`src/source/vram_pkg.sv`:
```
`default_nettype none

package vram_pkg;

    // ############################################################
    // Memory geometry
    // ############################################################
    localparam int LANES         = 4;              // Addresses per request
    localparam int NUM_BANKS     = 2;              // Power of two, at most LANES
    localparam int VECTOR_LENGTH = 1024;           // Words in the whole memory
    localparam int DATA_W        = 32;

    localparam int ADDR_W = $clog2(VECTOR_LENGTH);
    localparam int BANK_W = $clog2(NUM_BANKS);     // Low address bits pick the bank
    localparam int ROW_W  = ADDR_W - BANK_W;       // Row inside one bank
    localparam int LANE_W = $clog2(LANES);

    // ############################################################
    // Shared types
    // ############################################################
    typedef logic [ADDR_W-1:0] addr_t;
    typedef logic [DATA_W-1:0] data_t;

    typedef addr_t [LANES-1:0] addr_vec_t;         // Lane 0 in the low bits
    typedef data_t [LANES-1:0] data_vec_t;

    // One lane operation sent to one bank
    typedef struct packed {
        logic              valid;
        logic              we;                     // High for a write
        logic [LANE_W-1:0] lane;                   // Lane the op belongs to
        logic [ROW_W-1:0]  row;
        data_t             data;                   // Unused on reads
    } bank_op_t;

    // Read word returned by a bank
    typedef struct packed {
        logic              valid;
        logic [LANE_W-1:0] lane;                   // Slot in the result vector
        data_t             data;
    } bank_rsp_t;

endpackage

`default_nettype wire

```
`src/source/vram_gather.sv`:
```
`default_nettype none

module vram_gather (
    input  wire                                            clk,
    input  wire                                            rst_n_i,
    input  wire                                            rd_start_i,
    input  wire vram_pkg::bank_rsp_t [vram_pkg::NUM_BANKS-1:0] rsp_i,
    output vram_pkg::data_vec_t                            rdata_o,
    output logic                                           rvalid_o,
    input  wire                                            rready_i,
    output logic                                           busy_o
);

    vram_pkg::data_vec_t            data_q;
    logic [vram_pkg::LANES-1:0]     got_q;      // Lanes already collected
    logic [vram_pkg::LANES-1:0]     got_nxt;
    logic                           rvalid_q;
    logic                           busy_q;

    always_comb
    begin
        got_nxt = got_q;
        for (int b = 0; b < vram_pkg::NUM_BANKS; b++)
        begin
            if (rsp_i[b].valid)
                got_nxt[rsp_i[b].lane] = 1'b1;
        end
    end

    // Words land in their lane slot, banks never share a lane in one cycle
    always_ff @(posedge clk)
    begin
        for (int b = 0; b < vram_pkg::NUM_BANKS; b++)
        begin
            if (rsp_i[b].valid)
                data_q[rsp_i[b].lane] <= rsp_i[b].data;
        end
    end

    // ############################################################
    // Collect and hand off
    // ############################################################
    always_ff @(posedge clk or negedge rst_n_i)
    begin
        if (!rst_n_i)
        begin
            got_q    <= '0;
            rvalid_q <= 1'b0;
            busy_q   <= 1'b0;
        end
        else if (rd_start_i)
        begin
            got_q    <= '0;
            rvalid_q <= 1'b0;
            busy_q   <= 1'b1;
        end
        else if (rvalid_q)
        begin
            if (rready_i)                       // Vector taken
            begin
                rvalid_q <= 1'b0;
                busy_q   <= 1'b0;
            end
        end
        else if (busy_q)
        begin
            got_q    <= got_nxt;
            rvalid_q <= &got_nxt;               // All lanes in
        end
    end

    assign rdata_o  = data_q;
    assign rvalid_o = rvalid_q;
    assign busy_o   = busy_q;

endmodule

`default_nettype wire

```
`config.mk`:
```
export PLATFORM = sky130hd
export DESIGN_NAME = vram_gather
export DESIGN_NICKNAME = d
export VERILOG_FILES = /design/src/source/vram_pkg.sv /design/src/source/vram_gather.sv
export SDC_FILE = /design/constraint.sdc
export NUM_CORES = 1
export LEC_CHECK = 0
export BUFFER_PORTS_ARGS = -buffer_cell sky130_fd_sc_hd__buf_2
export CAP_MARGIN = 20
export CORE_MARGIN = 2
export CORE_UTILIZATION = 45
export DETAILED_ROUTE_END_ITERATION = 10
export PLACE_DENSITY = 0.82
export SKIP_LAST_GASP = 1
export SLEW_MARGIN = 25
export SYNTH_ARGS = -nofsm -noshare
export SYNTH_HDL_FRONTEND = slang
export SYNTH_SLANG_ARGS = --single-unit
```
`constraint.sdc`:
```
create_clock -name clk -period 2.8 [get_ports clk]
set_input_delay 0.14 -clock clk [delete_from_list [all_inputs] [get_ports clk]]
set_output_delay 0.14 -clock clk [all_outputs]
set_load 0.005 [all_outputs]
```
==> results.yml <==
clock_tree:
  cts-resized-gates: 0
  cts_made_buffers: 17
  cts_sinks: 134
  cts_buffer_depth: 2
  cts_tree: "built"
  cts_root_buf: "clkbuf_16"
  htree_levels: 4
  postCtsSetupRepairBufs: 0
  clkTransAtPathRegs_ns: 0.06
  worstSkewPairLatency_ns: 0.42
synthesis:
  async_flop_share_pct: 4.48
  synth_cell_types: 27
  syn_inst: 591
  synth_nets: 665
  ys.warnings.count: 0
  syn-cell-area_mm2: 0.00563
  synth-xor-area-share_pct: 0
  synth_top_family_by_area: "multiplexers"
  synth.top_cell.area_share_pct: 45.6
  synth_area_leaders: "dfxtp_1 46%, mux2i_1 23%, o21ai_1 11%"
  synthTopCellsByCount: "132 x nand2_1, 128 x dfxtp_1, 128 x mux2i_1, 127 x o21ai_1, 18 x buf_2"
  synthAdderAreaFrac_pct: 0
  synth_top_area_cell: "dfxtp_1"
  seq_area_frac_synth_pct: 48.2
  yosys.area_share.simple_pct: 10.9
  muxShareOfSynthArea_pct: 22.8
  ys_ff_latch: 134
  synth-main-ff-cell: "dfxtp_1"
  synth_edf_count: 0
  yosysMostFrequentCell: "nand2_1"
  synth-compound-area-share_pct: 12.5
  syn_area_per_cell_um2: 9.52
setup_path:
  cp.required_ns: 3.10
  endpoint_kind: "flop"
  worstSetupPathType: "in -> reg"
  arrival_ns: 1.69
  critPathMaxFanout: 17
  slowest_stage: "nand3b_1"
  critical-path-top-delay-family: "buffers and inverters"
  crit_chain: "buf_2 -> nand3b_1 -> buf_4 -> mux2i_1 -> o21ai_1"
  path_buf_inv: 2
  startpoint_type: "input port"
  cpPeakStageDelay_ns: 0.62
power_and_ir_drop:
  seq_power_share_pct: 42.2
  powerDensity_mw_per_mm2: 757
  switching_share_pct: 27.3
  combPwrFrac_pct: 18.6
  peakVddDrop_mv: 0.480
  clock_power_share_pct: 39.2
  p_leak_nw: 3.85
  p_int_mw: 4.21
  power.switching_mw: 1.58
placement:
  port_buffers: 203
  routabilityCongestion: 0.764
  placed_area_mm2: 0.00670
  hpwl_um: 10600
timing:
  hold_slack_ns: 0.0314
  maxSlewHeadroom_pct: 47.7
  period_share_pct: 49.7
  slew_violations: 0
  fmax_ghz: 0.719
  finClkSkew_ns: 0.00310
  finalHoldViolCount: 0
  tns_ns: 0
  fin_crit_ns: 1.39
  tightest_slew_ns: 0.782
  rsz0062_at_grt: "no"
  setup_viol: 0
grt:
  antenna_found_initial: 0
  grt_pass1_wl_um: 24700
  overflow: 0
  grt_pass1_vias: 4990
  gr-usage-all-layers_pct: 23.8
  grt_max_degree: 48
die:
  placementRows: 40
  dieArea_mm2: 0.0134
  initial_utilization_pct: 46.4
  io_pins: 204
  die-height_um: 116
  core_area_mm2: 0.0121
  die_x_um: 116
detailed_routing:
  dr.pass1.iters: 5
  drt-total-wl_um: 15800
  drc: 0
  vias: 5091
  ant_nets: 0
  avgRoutedWirePerCell_um: 15.8
  drt_first_iter_violations: 337
  viasPerCell: 5.09
cells_and_area:
  area_growth_pct: 36.1
  layout.nets: 893
  drive_gt1_share_pct: 31.0
  fillCellCount: 980
  stdcell_area_mm2: 0.00766
  antennaDiodeCount: 0
hold_path:
  hp-class: "in -> reg"
status:
  outcome: "finished, final reports clean"
run:
  cap_violations: 0
layer usage:
layer	GRT usage (%)	vias to the layer above	routed length, um
met1	27.9	2360	6790
li1	-	2501	-
met3	6.12	30	873
met4	11.1	0	363
met5	0	-	0
met2	40.8	200	7800
registers in the layout, summed over array words and instances, names as in the netlist:
signal    cells
busy_o        1
got_q         4
rdata_o     128
rvalid_o      1
logic make-up (layout without fill, tap and decap cells):
group / after synthesis / after routing
simple gates: 148 / 148
compound gates: 136 / 136
flops: 134 / 134
mux: 128 / 128
buf+inv: 45 / 286
stage by stage:
step / utilization [%] / cells / total power, mW / worst slack [ns]
floorplan: - / 591 / 2.96 / 1.76
global placement: 55.3 / 933 / 3.48 / 0.998
detailed placement: 55.3 / 933 / 3.51 / 0.984
CTS: 63.2 / 1000 / 5.82 / 1.40
global route: 63.2 / 1000 / 6.07 / 1.29
finish: 63.2 / 1000 / 5.80 / 1.41
final timing paths:
check                                     start  cells after the start                   end  slack (ns)
setup / recovery                      rsp_i[32]                      5   rdata_o[87]$_DFF_P_        1.41
hold / removal                        rsp_i[21]                      3   rdata_o[85]$_DFF_P_        0.03
setup reg to reg             busy_o$_DFFE_PN0P_                      3    rvalid_o$_DFF_PN0_        1.64
hold reg to reg            got_q[2]$_DFFE_PN0P_                      2  got_q[2]$_DFFE_PN0P_        0.49
max in group asynchronous               rst_n_i                      2  got_q[1]$_DFFE_PN0P_        2.54
min in group asynchronous               rst_n_i                      2    busy_o$_DFFE_PN0P_        0.10
power by group through the flow:
stage	logic, mW	registers, mW	clock network, mW
2_1_floorplan	0.462	2.50	0
3_3_place_gp	1.01	2.47	0
3_5_place_dp	1.03	2.48	0
4_1_cts	1.08	2.44	2.30
5_1_grt	1.20	2.48	2.38
6_report	1.08	2.44	2.27
timing repair:
item	4_1_cts	5_1_grt
setup endpoints to repair	0	0
hold buffers	35	0
hold endpoints to repair	137	0
area by class of cell:
| class | count | area (um^2) | area share (%) |
|---|---|---|---|
| Clock buffer | 17 | 425 | 5.56 |
| Multi-Input combinational cell | 412 | 2610 | 34.1 |
| Tap cell | 168 | 210 | 2.75 |
| Timing Repair Buffer | 252 | 1510 | 19.7 |
| Clock inverter | 15 | 179 | 2.34 |
| Inverter | 2 | 7.51 | 0.0980 |
| Sequential cell | 134 | 2710 | 35.4 |
worst min-delay path, stage by stage:
cell and delay (ns):
buf_2 0.11, mux2i_1 0.07, o21ai_1 0.10
placed cells by master, fill, tap and decap left out, types with 2 or more instances in the layout:
cell / n
a21oi_1: 4
and3b_2: 2
buf_12: 3
buf_2: 203
buf_4: 11
bufinv_16: 3
clkbuf_16: 17
clkinv_2: 3
clkinv_4: 3
clkinvlp_4: 4
dfrtp_1: 6
dfxtp_1: 128
dlygate4sd3_1: 35
inv_1: 2
inv_6: 2
mux2i_1: 128
nand2_1: 132
nand3b_1: 2
nor2_1: 3
nor3b_4: 2
o21ai_0: 2
o21ai_1: 127
No activity file was read; power rests on OpenSTA's default activity.
