<file path="src/source/vram_pkg.sv">
`default_nettype none

package vram_pkg;

    // ############################################################
    // Memory geometry
    // ############################################################
    localparam int LANES         = 4;              // Addresses per request
    localparam int NUM_BANKS     = 2;              // Power of two, at most LANES
    localparam int VECTOR_LENGTH = 1024;           // Words in the whole memory
    localparam int DATA_W        = 32;

    localparam int ADDR_W = $clog2(VECTOR_LENGTH);
    localparam int BANK_W = $clog2(NUM_BANKS);     // Low address bits pick the bank
    localparam int ROW_W  = ADDR_W - BANK_W;       // Row inside one bank
    localparam int LANE_W = $clog2(LANES);

    // ############################################################
    // Shared types
    // ############################################################
    typedef logic [ADDR_W-1:0] addr_t;
    typedef logic [DATA_W-1:0] data_t;

    typedef addr_t [LANES-1:0] addr_vec_t;         // Lane 0 in the low bits
    typedef data_t [LANES-1:0] data_vec_t;

    // One lane operation sent to one bank
    typedef struct packed {
        logic              valid;
        logic              we;                     // High for a write
        logic [LANE_W-1:0] lane;                   // Lane the op belongs to
        logic [ROW_W-1:0]  row;
        data_t             data;                   // Unused on reads
    } bank_op_t;

    // Read word returned by a bank
    typedef struct packed {
        logic              valid;
        logic [LANE_W-1:0] lane;                   // Slot in the result vector
        data_t             data;
    } bank_rsp_t;

endpackage

`default_nettype wire

</file>
<file path="src/source/vram_lane_sched.sv">
`default_nettype none

module vram_lane_sched (
    input  wire                                           clk,
    input  wire                                           rst_n_i,

    input  wire vram_pkg::addr_vec_t                      waddr_i,
    input  wire vram_pkg::data_vec_t                      wdata_i,
    input  wire                                           wvalid_i,
    output logic                                          wready_o,

    input  wire vram_pkg::addr_vec_t                      raddr_i,
    input  wire                                           arvalid_i,
    output logic                                          arready_o,

    input  wire                                           gather_busy_i,
    output vram_pkg::bank_op_t [vram_pkg::NUM_BANKS-1:0]  bank_op_o,
    output logic                                          rd_start_o
);

    vram_pkg::addr_vec_t            addr_q;     // Held request addresses
    vram_pkg::data_vec_t            data_q;     // Held write data
    logic                           we_q;
    logic [vram_pkg::LANES-1:0]     pend_q;     // Lanes not yet issued
    logic [vram_pkg::LANES-1:0]     issued;     // Lanes sent to a bank this cycle
    logic                           idle;
    logic                           accept_w;
    logic                           accept_r;

    // ############################################################
    // Request acceptance
    // ############################################################
    assign idle       = (pend_q == '0) && !gather_busy_i;
    assign wready_o   = idle;
    assign arready_o  = idle && !wvalid_i;      // Write wins a tie
    assign accept_w   = wvalid_i && wready_o;
    assign accept_r   = arvalid_i && arready_o;
    assign rd_start_o = accept_r;               // Arms the gather block

    always_ff @(posedge clk)
    begin
        if (accept_w || accept_r)
        begin
            addr_q <= accept_w ? waddr_i : raddr_i;
            data_q <= wdata_i;
        end
    end

    always_ff @(posedge clk or negedge rst_n_i)
    begin
        if (!rst_n_i)
        begin
            we_q   <= 1'b0;
            pend_q <= '0;
        end
        else if (accept_w || accept_r)
        begin
            we_q   <= accept_w;
            pend_q <= '1;                       // Every lane starts pending
        end
        else
        begin
            pend_q <= pend_q & ~issued;
        end
    end

    // ############################################################
    // Per-bank issue
    // ############################################################
    // Each bank takes its lowest pending lane, so same-bank lanes go in order
    always_comb
    begin
        logic hit;
        issued = '0;
        for (int b = 0; b < vram_pkg::NUM_BANKS; b++)
        begin
            hit          = 1'b0;
            bank_op_o[b] = '0;
            for (int l = 0; l < vram_pkg::LANES; l++)
            begin
                if (!hit && pend_q[l] &&
                    (addr_q[l][vram_pkg::BANK_W-1:0] == b[vram_pkg::BANK_W-1:0]))
                begin
                    hit                = 1'b1;
                    issued[l]          = 1'b1;
                    bank_op_o[b].valid = 1'b1;
                    bank_op_o[b].we    = we_q;
                    bank_op_o[b].lane  = l[vram_pkg::LANE_W-1:0];
                    bank_op_o[b].row   = addr_q[l][vram_pkg::ADDR_W-1:vram_pkg::BANK_W];
                    bank_op_o[b].data  = data_q[l];
                end
            end
        end
    end

endmodule

`default_nettype wire

</file>
<file path="config.mk">
export PLATFORM = sky130hd
export DESIGN_NAME = vram_lane_sched
export DESIGN_NICKNAME = d
export VERILOG_FILES = /design/src/source/vram_pkg.sv /design/src/source/vram_lane_sched.sv
export SDC_FILE = /design/constraint.sdc
export NUM_CORES = 1
export LEC_CHECK = 0
export BUFFER_PORTS_ARGS = -buffer_cell sky130_fd_sc_hd__buf_2
export CORE_MARGIN = 10
export CORE_UTILIZATION = 54
export CTS_CLUSTER_SIZE = 12
export DETAILED_ROUTE_END_ITERATION = 7
export GPL_TIMING_DRIVEN = 1
export PLACE_DENSITY_LB_ADDON = 0.25
export SLEW_MARGIN = 25
export SYNTH_ARGS = -nofsm -noshare
export SYNTH_HDL_FRONTEND = slang
export SYNTH_SLANG_ARGS = --single-unit
</file>
<file path="constraint.sdc">
create_clock -name clk -period 11.6 [get_ports clk]
set_input_delay 1.16 -clock clk [delete_from_list [all_inputs] [get_ports clk]]
set_output_delay 1.16 -clock clk [all_outputs]
set_load 0.01 [all_outputs]
</file>
==> reports/summary.txt <==
Status: completed
Fin area: 10,600 µm²
XOR/XNOR Fraction of Synth Area: 0.00104
Die Span Y: 145 µm
Wirelength per Cell: 20.6 µm
Vias in the first global route: 7,083
CTS H-tree lvls: 4
Gate power share: 0.368
Fraction of final layout cells sized beyond drive strength 1: 0.403
Final cell count without fillers: 1,183
P_leak: 4.32 nW
Pint: 0.00157 W
Placed cells: 1,145
Drt first pass iters: 5
Post-synth cell types: 31
Slew HR: 0.309
Critical path class: reg2out
GRT Total Usage: 0.228
CP max-delay cell: dfrtp_2
Critical Path RT: 10,440 ps
CP Buf/Inv Count: 2
Sequential power share: 0.382
CTS root buffer: clkbuf_16
Post-synthesis compound-gate area fraction: 0.143
Mapped Area: 8420 µm²
Largest net degree at the start of global routing: 89
Placeable Area: 15,300 µm²
Crit share post-route: 0.391
Count of flip-flops with a built-in enable after synthesis: 168
Sw Pwr: 0.000837 W
Ys flop type: edfxtp_1
Hpwl dp: 16.8 mm
Setup TNS: 0 ps
Final Skew: 10.5 ps
WP data arrival: 3380 ps
Via-per-instance ratio: 5.72
Max-slew violations: 0
P&R area growth vs syn: 26.5%
Setup Buffers After CTS: 0
Count of state elements after synthesis: 173
Total gr overflow: 0
Largest cells by area after synthesis: edfxtp_1 (60%), a221oi_1 (8.5%), mux2_4 (7.1%)
Die W: 145 µm
Max incr delay on CP: 1040 ps
Hold Vio Cnt, Final: 0
# rows: 45
Post-Synth Simple-Gate Area: 0.137
Initial Util: 0.552
RePlAce Congestion: 0.879
CP Capture Type: output pin
FF+latch area: 5170 µm²
Power Total: 0.00241 W
Mean Syn Cell Area: 12.3 µm²
Mux cell area share after synthesis: 0.0713
F_max: 0.220 GHz
Startpoint Class: flop
Yosys warns: 0
Vias: 6,769
Synth async-reset ratio: 0.0289
Main combinational cell family by area after synthesis: compound AO/OA/AOI/OAI gates
Initial antenna violation count: 6
Post-Syn Nets: 899
Clk_lat worst skew: 420 ps
TritonCTS Buffers: 17
DRT iter0 DRCs: 546
RSZ-0062 raised after global routing: false
# DRC: 0
First-pass GRT wire length: 36.6 mm
Full die area: 21,000 µm²
Cell count after synthesis: 686
Final setup vio count: 0
Adder-cell area share of the yosys netlist: 0
Switching share of power: 0.347
Worst-margin pin slew: 1040 ps
Hold-fix buffers at CTS: 0
Cell accounting for the most synthesized area: edfxtp_1
Worst vdd ir: 0.123 mV
Pwr dens: 226 nW/µm²
Clock Tree Buf Depth: 2
Clk pwr share: 0.250
Max_cap viols: 0
Clock tree sinks: 173
Top Family by Delay on Critical Path: flip-flops
DP Area: 10000 µm²
Number of routed nets with antenna violations: 0
Post-synthesis sequential area ratio: 0.614
CTS tree: yes
Area of the multi-input gates: 2980 µm²
Filler cells: 1,165
Nets: 1,166
Min cycle time layout: 4540 ps
Min-delay worst type: reg2reg
Post-cts sizing count: 0
DRT Wirelength: 24.4 mm
Maximum fanout along the worst path: 71
I/O pin cnt: 306
Port Buffers: 305
Clk slew on worst S/H paths: 60 ps
Yosys top cell area share: 0.599
CP cell instances: nand2b_1, nand4_1, buf_4, nor2_1, a21oi_1, buf_2
-- layout make-up --
type / instances / area share
flip-flops and latches: 173 / 0.486
multi-input cells: 449 / 0.280
repair buffers: 312 / 0.149
clock buffers: 18 / 0.0403
well taps: 211 / 0.0248
clock inverters: 13 / 0.0185
diodes: 7 / 0.00165
-- power by group through the flow --
stage          Clock [W]  Sequential (W)  Combinational, W
6_report        0.000602        0.000921          0.000887
5_1_grt         0.000634        0.000935          0.000976
4_1_cts         0.000609        0.000921          0.000897
3_5_place_dp           0        0.000933          0.000893
3_3_place_gp           0        0.000927          0.000883
2_1_floorplan          0        0.000921          0.000575
-- kinds of logic (layout without fill, tap and decap cells) --
family,Yosys count,after routing
other cells,0,7
flops,173,173
xor+xnor,1,1
mux,40,40
buf+inv,64,343
simple gates,234,234
compound gates,174,174
-- cell usage after synthesis, drive strengths merged (3+ instances only) --
library cell / instances
nor3b: 41
a221oi: 82
dfrtp: 5
and2: 4
nand2: 47
mux2: 40
a21oi: 82
buf: 19
nor2b: 3
nor2: 84
edfxtp: 168
nor3: 42
clkbuf: 45
nand2b: 5
o21ai: 3
-- final timing paths --
path                                startpoint                   end  slack, ps  cells past startpoint
max in group asynchronous              rst_n_i   pend_q[1]$_DFF_PN0_      10870                      1
min in group asynchronous              rst_n_i      we_q$_DFFE_PN0P_        560                      1
setup reg to reg           pend_q[1]$_DFF_PN0_  data_q[95]$_DFFE_PP_       8100                      5
setup / recovery           pend_q[1]$_DFF_PN0_         bank_op_o[32]       7060                      6
hold / removal                we_q$_DFFE_PN0P_      we_q$_DFFE_PN0P_        530                      1
hold reg to reg               we_q$_DFFE_PN0P_      we_q$_DFFE_PN0P_        530                      1
-- state kept, by name, indices dropped and copies added (netlist names) --
| signal | cells |
|---|---|
| data_q | 128 |
| addr_q | 40 |
| pend_q | 4 |
| we_q | 1 |
-- metal layers --
metal,vias to the layer above,share of wire,global-route usage
li1,3210,-,-
met4,4,0.013,0.0846
met2,330,0.51,0.394
met3,25,0.10,0.0789
met5,-,0.0012,0
met1,3200,0.38,0.253
-- worst reg2reg max path, stage by stage (launching register included) --
cell and delay [ps]:
dfrtp_2 770, or4_4 690, nor2_4 190, o21a_4 160
buf_6 590, buf_6 670
-- per-stage QoR --
step	utilization	setup WS, ps	hold WS (ps)
finish	0.698	7060	532
floorplan	-	5420	471
global placement	0.655	7400	510
global route	0.697	6710	546
detailed placement	0.655	7340	508
CTS	0.696	7050	528
-- cells in the final DEF (no fill, tap or decap), types with 4 or more instances in the layout --
| cell type | netlist | routed |
|---|---|---|
| a21oi_1 | 82 | 82 |
| a221oi_1 | 82 | 82 |
| buf_2 | 8 | 305 |
| buf_4 | 0 | 5 |
| bufinv_16 | 0 | 5 |
| clkbuf_16 | 0 | 17 |
| dfrtp_1 | 5 | 4 |
| diode_2 | 0 | 7 |
| edfxtp_1 | 168 | 168 |
| mux2_4 | 40 | 40 |
| nand2_1 | 46 | 46 |
| nand2b_1 | 5 | 5 |
| nor2_1 | 83 | 83 |
| nor3_1 | 42 | 42 |
| nor3b_1 | 41 | 41 |
Note: power is estimated with default switching activity, not from simulation.
